## config.mk

```make
export PLATFORM = sky130hd
export DESIGN_NAME = boot_ctrl
export DESIGN_NICKNAME = d
export VERILOG_FILES = /design/src/azadi_boot_pkg.sv /design/src/boot_ctrl.sv
export SDC_FILE = /design/constraint.sdc
export NUM_CORES = 1
export LEC_CHECK = 0
export ABC_AREA = 0
export BUFFER_PORTS_ARGS = -buffer_cell sky130_fd_sc_hd__buf_4
export CORE_MARGIN = 10
export CORE_UTILIZATION = 35
export CTS_CLUSTER_DIAMETER = 200
export DETAILED_ROUTE_END_ITERATION = 8
export GPL_TIMING_DRIVEN = 0
export PLACE_DENSITY = 0.74
export SKIP_LAST_GASP = 1
export SYNTH_ARGS = -nofsm -noshare
export SYNTH_HDL_FRONTEND = slang
export SYNTH_SLANG_ARGS = --single-unit
```

## constraint.sdc

```tcl
create_clock -name clk_i -period 1.6 [get_ports clk_i]
set_clock_uncertainty 0.1 [all_clocks]
set_input_delay 0.24 -clock clk_i [delete_from_list [all_inputs] [get_ports clk_i]]
set_output_delay 0.24 -clock clk_i [all_outputs]
set_load 0.01 [all_outputs]
```

## src/azadi_boot_pkg.sv

```systemverilog
/*
  Shared widths, word and address types, boot vectors and PLL lock count
*/
package azadi_boot_pkg;

  //////////////////////////////////////////////////////////////////////
  // Widths
  //////////////////////////////////////////////////////////////////////

  // Instruction and data word width
  localparam int unsigned WORD_W = 32;

  // ICCM word address, 8192 words
  localparam int unsigned ICCM_AW = 13;

  typedef logic [WORD_W-1:0]  word_t;
  typedef logic [ICCM_AW-1:0] iccm_addr_t;

  //////////////////////////////////////////////////////////////////////
  // Boot vectors
  //////////////////////////////////////////////////////////////////////

  // On-chip ROM
  localparam word_t ROM_BOOT_ADDR  = 32'h0000_1000;

  // ICCM after a successful SPI load
  localparam word_t ICCM_BOOT_ADDR = 32'h2000_0000;

  // External QSPI flash
  localparam word_t QSPI_BOOT_ADDR = 32'h8000_0000;

  //////////////////////////////////////////////////////////////////////
  // Clock enable
  //////////////////////////////////////////////////////////////////////

  // Consecutive lock cycles before the main clock is released
  localparam int unsigned PLL_LOCK_CYCLES = 16;

  // Must be able to hold PLL_LOCK_CYCLES itself
  typedef logic [$clog2(PLL_LOCK_CYCLES+1)-1:0] lock_cnt_t;

endpackage

```

## src/boot_ctrl.sv

```systemverilog
/*
  PLL-lock clock-enable manager and registered boot address selection
*/
`timescale 1ns/1ps

module boot_ctrl (
  input  logic                  clk_i,
  input  logic                  reset_i,
  input  logic                  pll_lock_i,
  input  logic                  por_n_i,
  input  logic                  boot_sel_i,
  input  logic                  prog_done_i,
  output logic                  clk_enb_o,
  output azadi_boot_pkg::word_t boot_addr_o
);

  localparam azadi_boot_pkg::lock_cnt_t LockMax =
    azadi_boot_pkg::lock_cnt_t'(azadi_boot_pkg::PLL_LOCK_CYCLES);

  azadi_boot_pkg::lock_cnt_t lock_cnt_q;
  azadi_boot_pkg::word_t     boot_addr_q;

  //////////////////////////////////////////////////////////////////////
  // Clock enable
  //////////////////////////////////////////////////////////////////////

  // Counts consecutive lock cycles, saturates at LockMax
  always_ff @(posedge clk_i) begin
    if (reset_i) begin
      lock_cnt_q <= '0;
    end else if (!pll_lock_i) begin
      // Any lock glitch restarts the wait
      lock_cnt_q <= '0;
    end else if (lock_cnt_q != LockMax) begin
      lock_cnt_q <= lock_cnt_q + 1'b1;
    end
  end

  // High only once the full count is reached
  assign clk_enb_o = (lock_cnt_q == LockMax);

  //////////////////////////////////////////////////////////////////////
  // Boot address
  //////////////////////////////////////////////////////////////////////

  // POR low forces ROM, then QSPI select, then a loaded ICCM
  always_ff @(posedge clk_i) begin
    if (reset_i) begin
      boot_addr_q <= azadi_boot_pkg::ROM_BOOT_ADDR;
    end else if (!por_n_i) begin
      boot_addr_q <= azadi_boot_pkg::ROM_BOOT_ADDR;
    end else if (boot_sel_i) begin
      boot_addr_q <= azadi_boot_pkg::QSPI_BOOT_ADDR;
    end else if (prog_done_i) begin
      boot_addr_q <= azadi_boot_pkg::ICCM_BOOT_ADDR;
    end else begin
      boot_addr_q <= azadi_boot_pkg::ROM_BOOT_ADDR;
    end
  end

  assign boot_addr_o = boot_addr_q;

  //////////////////////////////////////////////////////////////////////
  // Assertions
  //////////////////////////////////////////////////////////////////////

  // Lock and strap levels are defined once out of reset
  assert property (@(posedge clk_i) disable iff (reset_i)
    !$isunknown({pll_lock_i, por_n_i, boot_sel_i, prog_done_i}))
    else $error("Unknown level on a boot control input");

endmodule

```

==> run summary <==
FFs w/ async S/R, synth - 0
ANT cells - 0
Post-Synthesis Cells - 61
unrepaired setup endpoints after global routing - false
Worst EP arrival - 1.21 ns
Final Hold Fails - 0
via density per instance - 3.30
fin util - 0.515
root buf cell - clkbuf_4
Ports - 39
Hold Crit Depth - 2
crit path from - lock_cnt_q[1]
max_cap viols - 0
WL per Instance - 9.16 um
Cell variety after synth - 17
Worst Path Required - 1.26 ns
hold slack - 0.0965 ns
synth top area cells - buf_4 (40%), dfxtp_1 (29%), ha_1 (4.6%), nor2_1 (3.5%), xnor2_1 (3.2%)
status - complete, no violations
Max Slew Vio Count - 0
met3 global-route usage - 0.0708
ys flop type - dfxtp_1
IO Port Bufs - 9
1st-pass router iterations - 4
cell taking the most area after synthesis - buf_4
area grow syn2layout - 41.2%
DRC violations left - 0
Antenna Nets Post-Route - 0
pwr/cell area - 623 nW/um^2
Min-Delay Startpoint - boot_sel_i
total wire length - 1.08 mm
Std-Cell Rows - 14
area of the mapped netlist - 543 um^2
Lkg Pwr - 0.000441 uW
Synth top area share - 0.401
vias in the first global route - 404
total number of vias - 389
Syn Area/Cell - 8.90 um^2
Starting Density - 0.365
Global Route met1 Usage - 0.0433
die extent in y - 59.4 um
register area - 161 um^2
M2 GR Usage - 0.0981
Finish-stage setup viols - 0
multi-input logic area - 263 um^2
initial drt markers - 2
CTS clk-pin slew, worst paths - 0.05 ns
clk_lat worst skew - 0.25 ns
worst hold path class - primary input to flop
top post-synthesis cells by count - buf_4 (29), dfxtp_1 (8), nor2_1 (5)
total power - 478 uW
Core Area - 1490 um^2
Tmin final - 1.55 ns
synthesized flop and latch total - 8
final setup margin - 0.0537 ns
FMAX - 0.647 GHz
Seq/Total Area, Yosys - 0.295
fillers - 135
Max FO, Critical Path - 4
Num CTS Buffers - 3
most frequent cell after synthesis - buf_4
largest net degree at the start of global routing - 5
gr busiest metal - met2
H-Tree Depth - 1
first-pass GRT wire length - 1.67 mm
Peak VDD IR - 306 uV
FF-to-FF path depth - 6
Worst Setup Start Kind - flop
grt ovf - 0
fraction of layout cells with a size suffix above 1 - 0.431
initial antenna violation count - 0
Crit Path Class - flop to output port
Longest Clk Path Bufs - 2
Clock Sinks - 8
die area - 3530 um^2
total global routing track utilization - 0.0629
CTS tree - yes
r2r startpoint - lock_cnt_q[0]
pre-CTS WS - 0.259 ns
Die X-Extent - 59.4 um
Crit. End Element - output port
Post-synth EDFFs - 0
Final Cycle Share - 0.966
HPWL reported at the end of detailed placement - 985 um
nets@finish - 112
YS warnings - 0
GP Congestion - 0.645
setup TNS - 0 ns
[registers in the layout, summed over array words and instances, names as in the netlist]
name / count
boot_addr_o: 3
lock_cnt_q: 5
[layer usage]
| layer | vias up | part of all wire | wire length (um) |
|---|---|---|---|
| met2 | 23 | 0.50 | 544 |
| met3 | 0 | 0.22 | 234 |
| li1 | 216 | - | - |
| met5 | - | 0 | 0 |
| met1 | 150 | 0.28 | 302 |
| met4 | 0 | 0 | 0 |
[cells by family after synthesis]
group                    synth area share
flip-flops                          0.295
AND/OR/NAND/NOR                     0.145
buffers and inverters               0.415
adder cells (fa/ha/maj)            0.0461
multiplexers                       0.0184
AO/OA/AOI/OAI                     0.00921
XOR/XNOR                           0.0645
other                             0.00691
[worst paths after layout]
path	endpoint	slack, ns
max reg2reg	lock_cnt_q[1]	0.24
min reg2reg	lock_cnt_q[4]	0.42
max	clk_enb_o	0.05
min	boot_addr_o[12]	0.1
[report_power, final]
| group | switching, uW | leakage, uW | internal, uW | total, uW |
|---|---|---|---|---|
| sequential | 3.26 | 0.0000656 | 205 | 209 |
| clock | 65.9 | 0.0000138 | 85.7 | 152 |
| combinational | 54.0 | 0.000361 | 64.0 | 118 |
[stage by stage]
step	area, um^2	instances
global route	767	118
finish	767	118
global placement	736	114
CTS	758	117
detailed placement	736	114
floorplan	648	89
[cell usage in the layout, fill, tap and decap left out, types with 2 or more instances in the layout]
| cell type | netlist | layout |
|---|---|---|
| conb_1 | 1 | 29 |
| clkbuf_4 | 0 | 3 |
| ha_1 | 2 | 2 |
| inv_1 | 2 | 2 |
| dfxtp_1 | 8 | 7 |
| buf_4 | 29 | 39 |
| xor2_1 | 2 | 2 |
| nor2_1 | 5 | 5 |
| xnor2_1 | 2 | 2 |
| nand3_1 | 2 | 2 |
[timing repair]
item                       4_1_cts  5_1_grt
resized for setup                0        1
setup endpoints to repair        0        1
hold buffers                     0        0
buffers inserted                 0        1
[worst max-delay path, stage by stage (launching register included)]
cell and delay, ns:
dfxtp_1 0.38, inv_1 0.06, ha_1 0.17, and4bb_4 0.20
buf_4 0.14
[cell type report]
| type | count | area share |
|---|---|---|
| Multi-Input combinational cell | 50 | 0.343 |
| Sequential cell | 8 | 0.210 |
| Inverter | 2 | 0.00979 |
| Clock buffer | 3 | 0.0294 |
| Tap cell | 16 | 0.0261 |
| Buffer | 29 | 0.284 |
| Timing Repair Buffer | 10 | 0.0979 |
Note: power is estimated with default switching activity, not from simulation.
