$ cat config.mk
export PLATFORM = sky130hd
export DESIGN_NAME = hk_spi_loader
export DESIGN_NICKNAME = d
export VERILOG_FILES = /design/src/azadi_boot_pkg.sv /design/src/hk_spi_loader.sv
export SDC_FILE = /design/constraint.sdc
export NUM_CORES = 1
export LEC_CHECK = 0
export ABC_AREA = 1
export BUFFER_PORTS_ARGS = -buffer_cell sky130_fd_sc_hd__buf_2
export CAP_MARGIN = 5
export CORE_MARGIN = 1
export CORE_UTILIZATION = 57
export CTS_BUF_LIST = sky130_fd_sc_hd__clkbuf_8
export CTS_CLUSTER_SIZE = 40
export DETAILED_ROUTE_END_ITERATION = 8
export GPL_TIMING_DRIVEN = 0
export PLACE_DENSITY = 0.85
export SYNTH_ARGS = -nofsm -noshare
export SYNTH_HDL_FRONTEND = slang
export SYNTH_SLANG_ARGS = --single-unit
$ cat constraint.sdc
create_clock -name clk_i -period 5.2 [get_ports clk_i]
set_input_delay 0 -clock clk_i [delete_from_list [all_inputs] [get_ports clk_i]]
set_output_delay 0 -clock clk_i [all_outputs]
set_load 0.02 [all_outputs]
$ cat src/azadi_boot_pkg.sv
/*
  Shared widths, word and address types, boot vectors and PLL lock count
*/
package azadi_boot_pkg;

  //////////////////////////////////////////////////////////////////////
  // Widths
  //////////////////////////////////////////////////////////////////////

  // Instruction and data word width
  localparam int unsigned WORD_W = 32;

  // ICCM word address, 8192 words
  localparam int unsigned ICCM_AW = 13;

  typedef logic [WORD_W-1:0]  word_t;
  typedef logic [ICCM_AW-1:0] iccm_addr_t;

  //////////////////////////////////////////////////////////////////////
  // Boot vectors
  //////////////////////////////////////////////////////////////////////

  // On-chip ROM
  localparam word_t ROM_BOOT_ADDR  = 32'h0000_1000;

  // ICCM after a successful SPI load
  localparam word_t ICCM_BOOT_ADDR = 32'h2000_0000;

  // External QSPI flash
  localparam word_t QSPI_BOOT_ADDR = 32'h8000_0000;

  //////////////////////////////////////////////////////////////////////
  // Clock enable
  //////////////////////////////////////////////////////////////////////

  // Consecutive lock cycles before the main clock is released
  localparam int unsigned PLL_LOCK_CYCLES = 16;

  // Must be able to hold PLL_LOCK_CYCLES itself
  typedef logic [$clog2(PLL_LOCK_CYCLES+1)-1:0] lock_cnt_t;

endpackage

$ cat src/hk_spi_loader.sv
/*
  Housekeeping SPI slave: pin synchronizers, word assembly,
  ICCM write strobe and program-done flag
*/
`timescale 1ns/1ps

module hk_spi_loader (
  input  logic                       clk_i,
  input  logic                       reset_i,
  input  logic                       hk_sck_i,
  input  logic                       hk_sdi_i,
  input  logic                       hk_csb_i,
  output logic                       hk_sdo_o,
  output logic                       prog_active_o,
  output logic                       iccm_we_o,
  output azadi_boot_pkg::iccm_addr_t iccm_waddr_o,
  output azadi_boot_pkg::word_t      iccm_wdata_o
);

  localparam int unsigned BitCntW = $clog2(azadi_boot_pkg::WORD_W);

  // Pins packed as {csb, sck, sdi}
  logic [2:0] pins_meta_q;
  logic [2:0] pins_sync_q;

  logic csb_sync;
  logic sck_sync;
  logic sdi_sync;

  // Previous synchronized levels for edge detection
  logic csb_q;
  logic sck_q;

  logic csb_fall;
  logic csb_rise;
  logic sck_rise;
  logic shift_en;
  logic word_full;

  logic [BitCntW-1:0]                 bit_cnt_q;
  logic [azadi_boot_pkg::WORD_W-2:0]  shift_q;
  azadi_boot_pkg::iccm_addr_t         addr_q;
  logic                               wrote_q;
  logic                               done_q;

  //////////////////////////////////////////////////////////////////////
  // Pin synchronizers
  //////////////////////////////////////////////////////////////////////

  // csb idles high so the reset value avoids a false session start
  always_ff @(posedge clk_i) begin
    if (reset_i) begin
      pins_meta_q <= 3'b100;
      pins_sync_q <= 3'b100;
      csb_q       <= 1'b1;
      sck_q       <= 1'b0;
    end else begin
      pins_meta_q <= {hk_csb_i, hk_sck_i, hk_sdi_i};
      pins_sync_q <= pins_meta_q;
      csb_q       <= csb_sync;
      sck_q       <= sck_sync;
    end
  end

  assign csb_sync = pins_sync_q[2];
  assign sck_sync = pins_sync_q[1];
  assign sdi_sync = pins_sync_q[0];

  assign csb_fall = csb_q & ~csb_sync;
  assign csb_rise = ~csb_q & csb_sync;
  assign sck_rise = sck_sync & ~sck_q;

  // One bit per sck rise inside a session
  assign shift_en  = ~csb_sync & sck_rise;
  assign word_full = shift_en & (bit_cnt_q == '1);

  //////////////////////////////////////////////////////////////////////
  // Word assembly and session tracking
  //////////////////////////////////////////////////////////////////////

  // MSB first, the last bit goes straight to the write data
  always_ff @(posedge clk_i) begin
    if (shift_en) begin
      shift_q <= {shift_q[azadi_boot_pkg::WORD_W-3:0], sdi_sync};
    end
  end

  always_ff @(posedge clk_i) begin
    if (reset_i) begin
      bit_cnt_q <= '0;
      addr_q    <= '0;
      wrote_q   <= 1'b0;
      done_q    <= 1'b0;
    end else if (csb_fall) begin
      // New session restarts at word 0
      bit_cnt_q <= '0;
      addr_q    <= '0;
      wrote_q   <= 1'b0;
      done_q    <= 1'b0;
    end else if (csb_rise) begin
      // Partial word is simply dropped
      done_q <= wrote_q;
    end else if (shift_en) begin
      bit_cnt_q <= bit_cnt_q + 1'b1;
      if (word_full) begin
        addr_q  <= addr_q + 1'b1;
        wrote_q <= 1'b1;
      end
    end
  end

  // Write strobe for one clock on the 32nd bit
  assign iccm_we_o    = word_full;
  assign iccm_waddr_o = addr_q;
  assign iccm_wdata_o = {shift_q, sdi_sync};

  assign prog_active_o = ~csb_sync;
  assign hk_sdo_o      = done_q;

  //////////////////////////////////////////////////////////////////////
  // Assertions
  //////////////////////////////////////////////////////////////////////

  // Every written word moves the loader on to the next ICCM word
  assert property (@(posedge clk_i) disable iff (reset_i)
    iccm_we_o |=> (iccm_waddr_o == $past(iccm_waddr_o) + 1'b1))
    else $error("ICCM write address did not advance after a write");

endmodule

==> impl_metrics.toml, run 1 <==
[grt]
antenna_violations_before_repair = 0
global_route.usage.total_pct = 23.1
grt_first_pass_wirelength_um = 6580
globalRouteOverflowTotal = 0
first_global_vias = 1429
grt_util_met1_pct = 26.2
met2_usage_pct = 38.4
grt_max_degree = 35
globalRouteMet3Util_pct = 10.3
busiest_layer = "met2"

[drt]
drc_errors = 0
drt_pre_antenna_iters = 5
routed_wirelength_um = 3990
avgViaCountPerCell = 5.02
detailedRoute.firstIterationViolations = 125
routedWlPerCell_um = 12.9
routed-via-count = 1552
postRouteAntennaNets = 0

[sta]
skew_ns = 0.00876
drv_slew = 0
maxClockFrequency_mhz = 513
setup_viol = 0
rsz0062_at_grt = "no"
hold-worst-slack_ns = 0.404
tightestPinTransition_ns = 1.19
final_min_period_over_clock_period_pct = 37.5
report.final.hold_viol_count = 0
min_tclk_post_route_ns = 1.95
relSlewSlack_pct = 20.8
setup_total_negative_slack_ns = 0

[clock_network]
clkLatencyLatePin_ns = 0.33
ctsHtreeMaxLevel = 3
root_buffer = "sky130_fd_sc_hd__clkbuf_8"
cts_inserted_buffers = 9
max-clock-path-buffers = 2
cts.sinks = 59
postCtsHoldBufs = 7
tritoncts = "yes"
post_cts_buffers = 0
worst_setup_hold_path_clk_slew_ns = 0.06
cts-resized-gates = 0

[pwr]
powerDensity_nw_per_um2 = 347
netSwitchingFraction_pct = 19.1
power.share.clock_pct = 45.4
power.internal_w = 0.000764
comb_power_share_pct = 2.4
power_leakage_nw = 1.20
power.sequential.fraction_pct = 52.2
net-switching-power_w = 0.000181
vdd_drop_max_mv = 0.288

[logic_synthesis]
asyncSetResetFlopFracSynth_pct = 0
synth_top_cells_by_count = "sky130_fd_sc_hd__edfxtp_1 (31), sky130_fd_sc_hd__dfxtp_1 (28), sky130_fd_sc_hd__nand2_1 (27), sky130_fd_sc_hd__nor2_1 (27), sky130_fd_sc_hd__inv_1 (24)"
number_of_enable_flip_flop_cells_after_synthesis = 31
seq_area_frac_synth_pct = 70.0
synth-main-ff-cell = "sky130_fd_sc_hd__edfxtp_1"
synthDominantCellAreaShare_pct = 43.7
synth.top_cells.by_area = "sky130_fd_sc_hd__edfxtp_1 (44%), sky130_fd_sc_hd__dfxtp_1 (26%), sky130_fd_sc_hd__nand2_1 (4.8%)"
post_synth_inst_count = 188
synth_area_leader_cell = "sky130_fd_sc_hd__edfxtp_1"
postSynthNetCount = 196
synth_seq_cells = 59
avgSynthCellArea_sq_um = 11.3
synthesis.yosys.warnings = 0
most_repeated_cell_in_the_gate_level_netlist_after_synthesis = "sky130_fd_sc_hd__edfxtp_1"
synth_cell_types = 23
post_synth_instance_area_sq_um = 2130

[floorplanning]
die_x_um = 63.1
floorplan.initialDensity_pct = 61.4
die_area_sq_um = 3980
die_height_um = 63.1
placement_rows = 21
io_pins = 53
core_region_area_sq_um = 3470

[layout]
multi_input_comb_area_sq_um = 529
num-fill-cells = 240
fin_nets = 266
drive_above_1_share_pct = 28.5
antenna-diode-count = 0
sequential_cell_area_sq_um = 1490
final_area_sq_um = 2730
areaGrowthSynthToFinish_pct = 28.0

[critical_path]
worst_reg2reg_endpoint = "shift_q[21]$_DFFE_PP_"
critical_path_slowest_stage_cell = "sky130_fd_sc_hd__inv_1"
worst-endpoint-required_ns = 5.14
timing.reg2reg.worst_path_depth = 3
crit_type = "flop to flop"
setup.reg_to_reg.worst_slack_ns = 3.25
cp.arrival_ns = 1.89
timing.critical_path.fanout_max = 34
timing.critical_path.buf_inv = 1
critPathCaptureType = "flop"
startpoint_of_the_most_critical_register_to_register_path = "pins_sync_q[2]$_SDFF_PP1_"
critical_path.startpoint_type = "flop"
crit_path_max_incr_delay_ns = 0.90
critical_path.cell_chain = "nor2_4 > nand2_1 > inv_1"
worst_path_dominant_cell_family = "buffers and inverters"

[place]
place.port_buffers = 52
total_half_perimeter_wirelength_after_legalization_and_detailed_placement_um = 2610
dpl_cell_area_sq_um = 2450
routability_congestion_estimate = 0.836

[status]
outcome = "finished clean"

[flow_run]
maxcap_violations = 0

[worst_hold_path]
hold_start = "pins_meta_q[1]$_SDFF_PP0_"
whs_path_depth = 2
timing.hold.worst_endpoint = "pins_sync_q[1]$_SDFF_PP0_"
worst_hold_path_type = "flop to flop"
layer usage:
layer  wire length, um  vias to the layer above  share of wire (%)
met5                 0                        -                  0
met1              1670                      713                 42
met2              1950                       73                 49
met4                48                        0                1.2
li1                  -                      761                  -
met3               322                        5                8.1
power by group through the flow:
stage               clock, W  combinational, W  sequential [W]
floorplan                  0         0.0000104        0.000504
global placement           0         0.0000175        0.000503
detailed placement         0         0.0000179        0.000503
CTS                 0.000439         0.0000223        0.000493
global route        0.000460         0.0000248        0.000493
finish              0.000429         0.0000226        0.000493
registers in the layout (all words and copies together) (netlist names), 3 cells and up:
name          flops
pins_meta_q       3
bit_cnt_q         5
pins_sync_q       3
iccm_waddr_o     13
shift_q          31
metrics by stage:
| step | setup WS, ns | instances | power (W) | util, % |
|---|---|---|---|---|
| 5_1_grt | 3.10 | 309 | 0.000977 | 78.6 |
| 3_5_place_dp | 3.23 | 286 | 0.000521 | 70.6 |
| 3_3_place_gp | 3.25 | 286 | 0.000520 | 70.6 |
| 4_1_cts | 3.25 | 309 | 0.000954 | 78.6 |
| 6_report | 3.25 | 309 | 0.000945 | 78.6 |
| 2_1_floorplan | 3.52 | 188 | 0.000514 | - |
cells by family after synthesis:
logic type	after synthesis	synth area share, %
compound gates	19	5.05
xor+xnor	2	0.823
fa+ha+maj	3	1.76
buf+inv	27	5.11
flops	59	70.0
simple gates	78	17.2
layout make-up:
class / count / share of cell area, %
inverters: 25 / 3.44
plain buffers: 2 / 0.551
well taps: 46 / 2.11
repair buffers: 59 / 12.1
multi-input cells: 102 / 19.4
clock inverters: 7 / 3.08
clock buffers: 9 / 4.55
flip-flops and latches: 59 / 54.7
worst register-to-register path: cells and delay by family, from the launching register on:
family	cells	cell delay, ns
AND/OR/NAND/NOR	2	0.30
buffers and inverters	1	0.90
flip-flops	1	0.36
worst max path at each step:
| stage | from | endpoint | cells after the start |
|---|---|---|---|
| 3_3_place_gp | pins_sync_q[2]$_SDFF_PP1_ | shift_q[28]$_DFFE_PP_ | 3 |
| 2_1_floorplan | pins_sync_q[2]$_SDFF_PP1_ | shift_q[0]$_DFFE_PP_ | 3 |
| 5_1_grt | pins_sync_q[2]$_SDFF_PP1_ | shift_q[21]$_DFFE_PP_ | 3 |
| 4_1_cts | pins_sync_q[2]$_SDFF_PP1_ | shift_q[21]$_DFFE_PP_ | 3 |
| 6_report | pins_sync_q[2]$_SDFF_PP1_ | shift_q[21]$_DFFE_PP_ | 3 |
| 3_5_place_dp | pins_sync_q[2]$_SDFF_PP1_ | shift_q[6]$_DFFE_PP_ | 3 |
cell usage in the layout (no fill, tap or decap):
cell and count:
sky130_fd_sc_hd__inv_2 1, sky130_fd_sc_hd__nor2_8 1, sky130_fd_sc_hd__o21ai_2 1, sky130_fd_sc_hd__inv_1 25, sky130_fd_sc_hd__nand4_1 5, sky130_fd_sc_hd__nand3_4 1
sky130_fd_sc_hd__nand3_1 10, sky130_fd_sc_hd__o21a_1 2, sky130_fd_sc_hd__buf_2 52, sky130_fd_sc_hd__nor3_1 3, sky130_fd_sc_hd__ha_1 3, sky130_fd_sc_hd__nor2_2 1
sky130_fd_sc_hd__xor2_1 2, sky130_fd_sc_hd__a21oi_1 8, sky130_fd_sc_hd__clkinvlp_4 1, sky130_fd_sc_hd__bufinv_16 2, sky130_fd_sc_hd__dlygate4sd3_1 7, sky130_fd_sc_hd__or2_2 2
sky130_fd_sc_hd__nor2_1 27, sky130_fd_sc_hd__clkinv_2 1, sky130_fd_sc_hd__dfxtp_1 28, sky130_fd_sc_hd__nor2_4 1, sky130_fd_sc_hd__a31oi_1 1, sky130_fd_sc_hd__clkinv_1 2
sky130_fd_sc_hd__o21bai_1 1, sky130_fd_sc_hd__o21ai_0 6, sky130_fd_sc_hd__nand2_1 27, sky130_fd_sc_hd__buf_4 2, sky130_fd_sc_hd__edfxtp_1 31, sky130_fd_sc_hd__clkbuf_8 9
Note: power is estimated with default switching activity, not from simulation.
==> inputs of run 2 (changes only) <==
--- a/config.mk
+++ b/config.mk
@@ -5,16 +5,16 @@
 export SDC_FILE = /design/constraint.sdc
 export NUM_CORES = 1
 export LEC_CHECK = 0
-export ABC_AREA = 1
+export ABC_AREA = 0
 export BUFFER_PORTS_ARGS = -buffer_cell sky130_fd_sc_hd__buf_2
 export CAP_MARGIN = 5
 export CORE_MARGIN = 1
-export CORE_UTILIZATION = 57
+export CORE_UTILIZATION = 54
 export CTS_BUF_LIST = sky130_fd_sc_hd__clkbuf_8
 export CTS_CLUSTER_SIZE = 40
 export DETAILED_ROUTE_END_ITERATION = 8
 export GPL_TIMING_DRIVEN = 0
-export PLACE_DENSITY = 0.85
+export PLACE_DENSITY = 0.81
 export SYNTH_ARGS = -nofsm -noshare
 export SYNTH_HDL_FRONTEND = slang
 export SYNTH_SLANG_ARGS = --single-unit
==> constraint.sdc (replaced) <==
create_clock -name clk_i -period 2 [get_ports clk_i]
set_input_delay 0 -clock clk_i [delete_from_list [all_inputs] [get_ports clk_i]]
set_output_delay 0 -clock clk_i [all_outputs]
set_load 0.02 [all_outputs]
==> run 2 against run 1 <==
Clock skew decreased by 0.0036 ns. Core utilization up 2.8 points. Clock-buffer cell count is 1 higher. Non-clock buffer count grew 10.
==> impl_metrics.toml, run 2 <==
[critical_path]
critPathCaptureType = "flop"
startpoint_of_the_most_critical_register_to_register_path = "bit_cnt_q[0]$_SDFFE_PP0P_"
crit_path_max_incr_delay_ns = 0.43
crit_path_start = "bit_cnt_q[0]$_SDFFE_PP0P_"
critical_path_slowest_stage_cell = "sky130_fd_sc_hd__or4_4"
setup.reg_to_reg.worst_slack_ns = 0.04
critical_path.cell_chain = "ha_4 > and3_4 > ha_4 > nand2_4 > or3_4 > or4_4 > a21oi_2"
crit_type = "flop to flop"
critPathMostFrequentCell = "sky130_fd_sc_hd__ha_4"
timing.critical_path.fanout_max = 7
cp.arrival_ns = 2.22
critical_path.startpoint_type = "flop"
worst-endpoint-required_ns = 2.26

[drt]
detailedRoute.firstIterationViolations = 61
avgViaCountPerCell = 5.19
postRouteAntennaNets = 0
routedWlPerCell_um = 15.7
drc_errors = 0
routed-via-count = 1449
routed_wirelength_um = 4390
drt_pre_antenna_iters = 4

[grt]
first_global_vias = 1429
grt_max_degree = 12
globalRouteOverflowTotal = 0
grt_first_pass_wirelength_um = 6980
global_route.usage.total_pct = 24.2
antenna_violations_before_repair = 0

[place]
numPlacedInstances = 248
place.port_buffers = 52
routability_congestion_estimate = 0.764
pre_cts_ws_ns = -0.460
dpl_cell_area_sq_um = 2360
total_half_perimeter_wirelength_after_legalization_and_detailed_placement_um = 2570

[layout]
register_with_the_most_flip_flops = "shift_q"
layout_commonest_cell = "sky130_fd_sc_hd__buf_2"
num-fill-cells = 210
antenna-diode-count = 0
drive_above_1_share_pct = 39.5
areaGrowthSynthToFinish_pct = 38.3
layout.cells.non_filler = 279
leading_cell_types_in_the_layout_fill_and_taps_excluded = "sky130_fd_sc_hd__buf_2 (52), sky130_fd_sc_hd__edfxtp_1 (31), sky130_fd_sc_hd__dfxtp_1 (26)"
largest_register_ffs = 31
finish.utilization_pct = 81.3
final_area_sq_um = 2820
fin_nets = 236

[flow_run]
maxcap_violations = 0

[logic_synthesis]
post_synth_instance_area_sq_um = 2040
avgSynthCellArea_sq_um = 13.6
synth_top_cells_by_count = "sky130_fd_sc_hd__edfxtp_1 (31), sky130_fd_sc_hd__dfxtp_1 (28), sky130_fd_sc_hd__nor2_1 (16)"
asyncSetResetFlopFracSynth_pct = 0
synth_area_leader_cell = "sky130_fd_sc_hd__edfxtp_1"
postSynthNetCount = 158
seq_area_frac_synth_pct = 73.1
number_of_enable_flip_flop_cells_after_synthesis = 31
synth.top_cells.by_area = "sky130_fd_sc_hd__edfxtp_1 (46%), sky130_fd_sc_hd__dfxtp_1 (27%), sky130_fd_sc_hd__xnor2_1 (4.3%)"
synth_seq_cells = 59
post_synth_inst_count = 150
synthDominantCellAreaShare_pct = 45.6
synthesis.yosys.warnings = 0
most_repeated_cell_in_the_gate_level_netlist_after_synthesis = "sky130_fd_sc_hd__edfxtp_1"
synth_cell_types = 26
synth-main-ff-cell = "sky130_fd_sc_hd__edfxtp_1"

[sta]
relSlewSlack_pct = 66.8
drv_slew = 0
final_min_period_over_clock_period_pct = 97.8
skew_ns = 0.00515
report.final.hold_viol_count = 0
setup_viol = 0
min_tclk_post_route_ns = 1.96
rsz0062_at_grt = "no"
timing.final.ws_setup_ns = 0.0446
tightestPinTransition_ns = 0.497
maxClockFrequency_mhz = 511

[pwr]
power.internal_w = 0.00229
power.sequential.fraction_pct = 45.8
vdd_drop_max_mv = 0.709
netSwitchingFraction_pct = 18.1
comb_power_share_pct = 2.1
totalPowerFinal_w = 0.00280
net-switching-power_w = 0.000508
power_leakage_nw = 1.10
power.share.clock_pct = 52.1
powerDensity_nw_per_um2 = 992

[clock_network]
clkLatencyLatePin_ns = 0.34
worst_setup_hold_path_clk_slew_ns = 0.07
ctsHtreeMaxLevel = 3
cts_inserted_buffers = 9
cts.sinks = 59
tritoncts = "yes"
max-clock-path-buffers = 2
root_buffer = "sky130_fd_sc_hd__clkbuf_8"

[worst_hold_path]
hold_start = "pins_meta_q[2]$_SDFF_PP1_"
worst_hold_path_type = "flop to flop"

[floorplanning]
die_x_um = 63.5
placement_rows = 21
die_height_um = 63.5
floorplan.initialDensity_pct = 58.8
core_region_area_sq_um = 3470
die_area_sq_um = 4030
io_pins = 53

[status]
outcome = "finished clean"
## run 2: cell types whose count changed after synthesis, moves of 6 or more
cell                      delta
sky130_fd_sc_hd__nand2_1    -17
sky130_fd_sc_hd__o21ai_0     -6
sky130_fd_sc_hd__xnor2_1    +10
sky130_fd_sc_hd__inv_1      -20
sky130_fd_sc_hd__nor2_1     -11
sky130_fd_sc_hd__nand3_1     -7
## run 2: area by class of cell
type / count / area, sq um / share of cell area, %
clock inverters: 6 / 136 / 4.83
inverters: 4 / 18.8 / 0.665
flip-flops and latches: 59 / 1490 / 52.9
clock buffers: 10 / 138 / 4.88
repair inverters: 1 / 7.51 / 0.266
well taps: 46 / 57.6 / 2.04
plain buffers: 5 / 23.8 / 0.843
repair buffers: 66 / 383 / 13.6
multi-input cells: 82 / 563 / 20.0
## run 2: logic make-up (layout without fill, tap and decap cells)
kind of cell               after synthesis  in the layout  synth area share [%]
buffers and inverters                    9             92                  1.84
xor gates and xnor gates                14             14                  6.01
adders and majority gates                3              3                  1.84
AOI/OAI and AO/OA                        8              8                  2.33
muxes                                    1              1                 0.491
and+or+nand+nor                         56             56                  14.4
DFF                                     59             59                  73.1
## run 2: final timing paths
| check | endpoint | depth (start not counted) |
|---|---|---|
| worst min register to register | pins_sync_q[2]$_SDFF_PP1_ | 1 |
| worst min-delay path | pins_sync_q[2]$_SDFF_PP1_ | 1 |
| worst max register to register | iccm_waddr_o[12]$_SDFFE_PP0P_ | 7 |
| worst max-delay path | iccm_waddr_o[12]$_SDFFE_PP0P_ | 7 |
## run 2: power by group through the flow
stage                     registers [W]   logic, W  clock network [W]
after global routing            0.00128  0.0000623            0.00153
after global placement          0.00131  0.0000423                  0
after CTS                       0.00128  0.0000572            0.00147
after floorplan                 0.00132  0.0000200                  0
final                           0.00128  0.0000581            0.00146
after detailed placement        0.00131  0.0000440                  0
## run 2: per-stage QoR
stage	TNS, ns	hold WS, ns
floorplan	0	0.0691
global placement	-5.15	0.186
detailed placement	-9.78	0.188
CTS	0	0.410
global route	0	0.433
finish	0	0.408
## run 2: worst max-delay path, delay by kind of cell (launching register included)
family,cells,cell delay [ns]
and+or+nand+nor,4,1.10
DFF,1,0.36
adders and majority gates,2,0.30
AOI/OAI and AO/OA,1,0.14
## run 2: metal layers
layer	wire length, um	vias to the layer above	GRT usage, %
li1	-	684	-
met1	1670	702	25.8
met2	2380	54	42.3
met3	257	9	9.78
met4	87	0	9.38
met5	0	-	0
## run 2: what timing repair did
item | CTS | global route
resized for setup | 13 | 2
setup buffers | 7 | 0
pin swaps | 3 | 1
gates cloned | 1 | 0
hold buffers | 7 | 0
endpoints found under the hold margin | 9 | 0
setup endpoints to repair | 38 | 20
==> inputs of run 3 (changes only) <==
--- a/config.mk
+++ b/config.mk
@@ -9,12 +9,11 @@
 export BUFFER_PORTS_ARGS = -buffer_cell sky130_fd_sc_hd__buf_2
 export CAP_MARGIN = 5
 export CORE_MARGIN = 1
-export CORE_UTILIZATION = 54
-export CTS_BUF_LIST = sky130_fd_sc_hd__clkbuf_8
+export CORE_UTILIZATION = 51
 export CTS_CLUSTER_SIZE = 40
 export DETAILED_ROUTE_END_ITERATION = 8
 export GPL_TIMING_DRIVEN = 0
-export PLACE_DENSITY = 0.81
+export PLACE_DENSITY = 0.77
 export SYNTH_ARGS = -nofsm -noshare
 export SYNTH_HDL_FRONTEND = slang
 export SYNTH_SLANG_ARGS = --single-unit
==> run 3 against run 2 <==
Critical path depth stayed put. Final cell count is 1.4% higher. Highest routed layer unchanged. Combinational power is 0.7% higher. Register-to-register slack worse by 0.05 ns. Critical endpoint is now iccm_waddr_o[10]$_SDFFE_PP0P_. The flow now finishes with violations (setup timing).
==> impl_metrics.toml, run 3 (synthesis gave the netlist of run 2 again) <==
[layout]
layout_commonest_cell = "sky130_fd_sc_hd__buf_2"
drive_above_1_share_pct = 39.1
largest_register_ffs = 31
leading_cell_types_in_the_layout_fill_and_taps_excluded = "sky130_fd_sc_hd__buf_2 (52), sky130_fd_sc_hd__edfxtp_1 (31), sky130_fd_sc_hd__dfxtp_1 (26)"
areaGrowthSynthToFinish_pct = 35.0
fin_nets = 238
antenna-diode-count = 0
layout.cells.non_filler = 283
register_with_the_most_flip_flops = "shift_q"

[clock_network]
clkLatencyLatePin_ns = 0.33
ctsHtreeMaxLevel = 3
root_buffer = "sky130_fd_sc_hd__clkbuf_8"
worst_setup_hold_path_clk_slew_ns = 0.06
tritoncts = "yes"
cts_inserted_buffers = 9
max-clock-path-buffers = 2
cts.sinks = 59

[place]
routability_congestion_estimate = 0.715
place.port_buffers = 52
numPlacedInstances = 250
total_half_perimeter_wirelength_after_legalization_and_detailed_placement_um = 2290

[critical_path]
cp.arrival_ns = 2.26
timing.critical_path.fanout_max = 7
critPathCaptureType = "flop"
critical_path.startpoint_type = "flop"
crit_type = "flop to flop"
worst-endpoint-required_ns = 2.25

[drt]
avgViaCountPerCell = 5.10
postRouteAntennaNets = 0
routed-via-count = 1444
drc_errors = 0
routed_wirelength_um = 4030
drt_pre_antenna_iters = 4
detailedRoute.firstIterationViolations = 102
routedWlPerCell_um = 14.2

[pwr]
comb_power_share_pct = 2.5
power_leakage_nw = 1.08
powerDensity_nw_per_um2 = 861
power.sequential.fraction_pct = 54.1
net-switching-power_w = 0.000463
power.share.clock_pct = 43.4
vdd_drop_max_mv = 0.657
netSwitchingFraction_pct = 19.5
power.internal_w = 0.00191

[sta]
skew_ns = 0.00495
report.final.hold_viol_count = 0
final_min_period_over_clock_period_pct = 100
timing.final.ws_setup_ns = -0.00601
maxClockFrequency_mhz = 499
relSlewSlack_pct = 64.1
setup_total_negative_slack_ns = -0.00601
setup_viol = 1
tightestPinTransition_ns = 0.538
drv_slew = 0
min_tclk_post_route_ns = 2.01

[floorplanning]
die_height_um = 65.3
die_area_sq_um = 4260
placement_rows = 22
io_pins = 53
die_x_um = 65.3
core_region_area_sq_um = 3740
floorplan.initialDensity_pct = 54.5

[grt]
globalRouteOverflowTotal = 0
grt_max_degree = 12
antenna_violations_before_repair = 0
grt_first_pass_wirelength_um = 6240
first_global_vias = 1381
global_route.usage.total_pct = 20.6

[flow_run]
maxcap_violations = 0

[status]
violations = "setup timing"
outcome = "complete, but fails checks"

[worst_hold_path]
worst_hold_path_type = "flop to flop"
==> run 3: timing repair <==
| action | 4_1_cts | 5_1_grt |
|---|---|---|
| endpoints found under the hold margin | 9 | 0 |
| gates cloned | 1 | 0 |
| pin swaps | 0 | 3 |
| hold buffers | 7 | 0 |
| gates resized for setup | 8 | 9 |
| setup buffers | 7 | 2 |
| endpoints found under the setup margin | 38 | 23 |
==> run 3: area by class of cell <==
cell class | instances | area, sq um
fill | 263 | 988
timing repair buffer | 68 | 398
sequential | 59 | 1490
inverter | 4 | 18.8
timing repair inverter | 1 | 7.51
tap | 48 | 60.1
multi-input combinational | 82 | 564
buffer | 5 | 25.0
clock buffer | 13 | 149
clock inverter | 3 | 38.8
==> run 3: through the flow <==
stage / power, W / worst slack (ns) / cell area (sq um) / utilization [%] / hold WS [ns]
after global placement: 0.00135 / -0.309 / 2360 / 63.2 / 0.185
after CTS: 0.00238 / 0.00189 / 2710 / 72.4 / 0.426
after global routing: 0.00245 / -0.0550 / 2760 / 73.6 / 0.449
final: 0.00237 / -0.00601 / 2760 / 73.6 / 0.425
after detailed placement: 0.00135 / -0.476 / 2360 / 63.2 / 0.196
after floorplan: 0.00134 / 0.00832 / 2040 / - / 0.0691
==> run 3: metal layers <==
metal / routed length, um / part of all wire (%) / global-route usage [%]
met1: 1750 / 43 / 24.8
met2: 1980 / 49 / 32.5
met3: 202 / 5.0 / 4.69
met4: 94 / 2.3 / 14.4
met5: 0 / 0 / 0
==> run 3: power groups by stage <==
stage,clock network [W],registers (W),logic (W)
final,0.00103,0.00128,0.0000585
after global routing,0.00110,0.00128,0.0000635
after CTS,0.00104,0.00128,0.0000566
after detailed placement,0,0.00131,0.0000440
after global placement,0,0.00131,0.0000424
after floorplan,0,0.00132,0.0000200
==> run 3: worst max-delay path: stages, from the launching register on <==
cell	delay, ns
sky130_fd_sc_hd__dfxtp_2	0.35
sky130_fd_sc_hd__ha_4	0.13
sky130_fd_sc_hd__and3_4	0.19
sky130_fd_sc_hd__ha_4	0.15
sky130_fd_sc_hd__nand2_4	0.08
sky130_fd_sc_hd__or3_4	0.42
sky130_fd_sc_hd__or4_4	0.43
sky130_fd_sc_hd__a21oi_2	0.17
==> run 3: worst paths after layout <==
kind | start | endpoint | slack (ns) | cells past startpoint
min | pins_meta_q[2]$_SDFF_PP1_ | pins_sync_q[2]$_SDFF_PP1_ | 0.43 | 1
max reg2reg | bit_cnt_q[0]$_SDFFE_PP0P_ | iccm_waddr_o[10]$_SDFFE_PP0P_ | -0.006 | 7
max | bit_cnt_q[0]$_SDFFE_PP0P_ | iccm_waddr_o[10]$_SDFFE_PP0P_ | -0.006 | 7
min reg2reg | pins_meta_q[2]$_SDFF_PP1_ | pins_sync_q[2]$_SDFF_PP1_ | 0.43 | 1
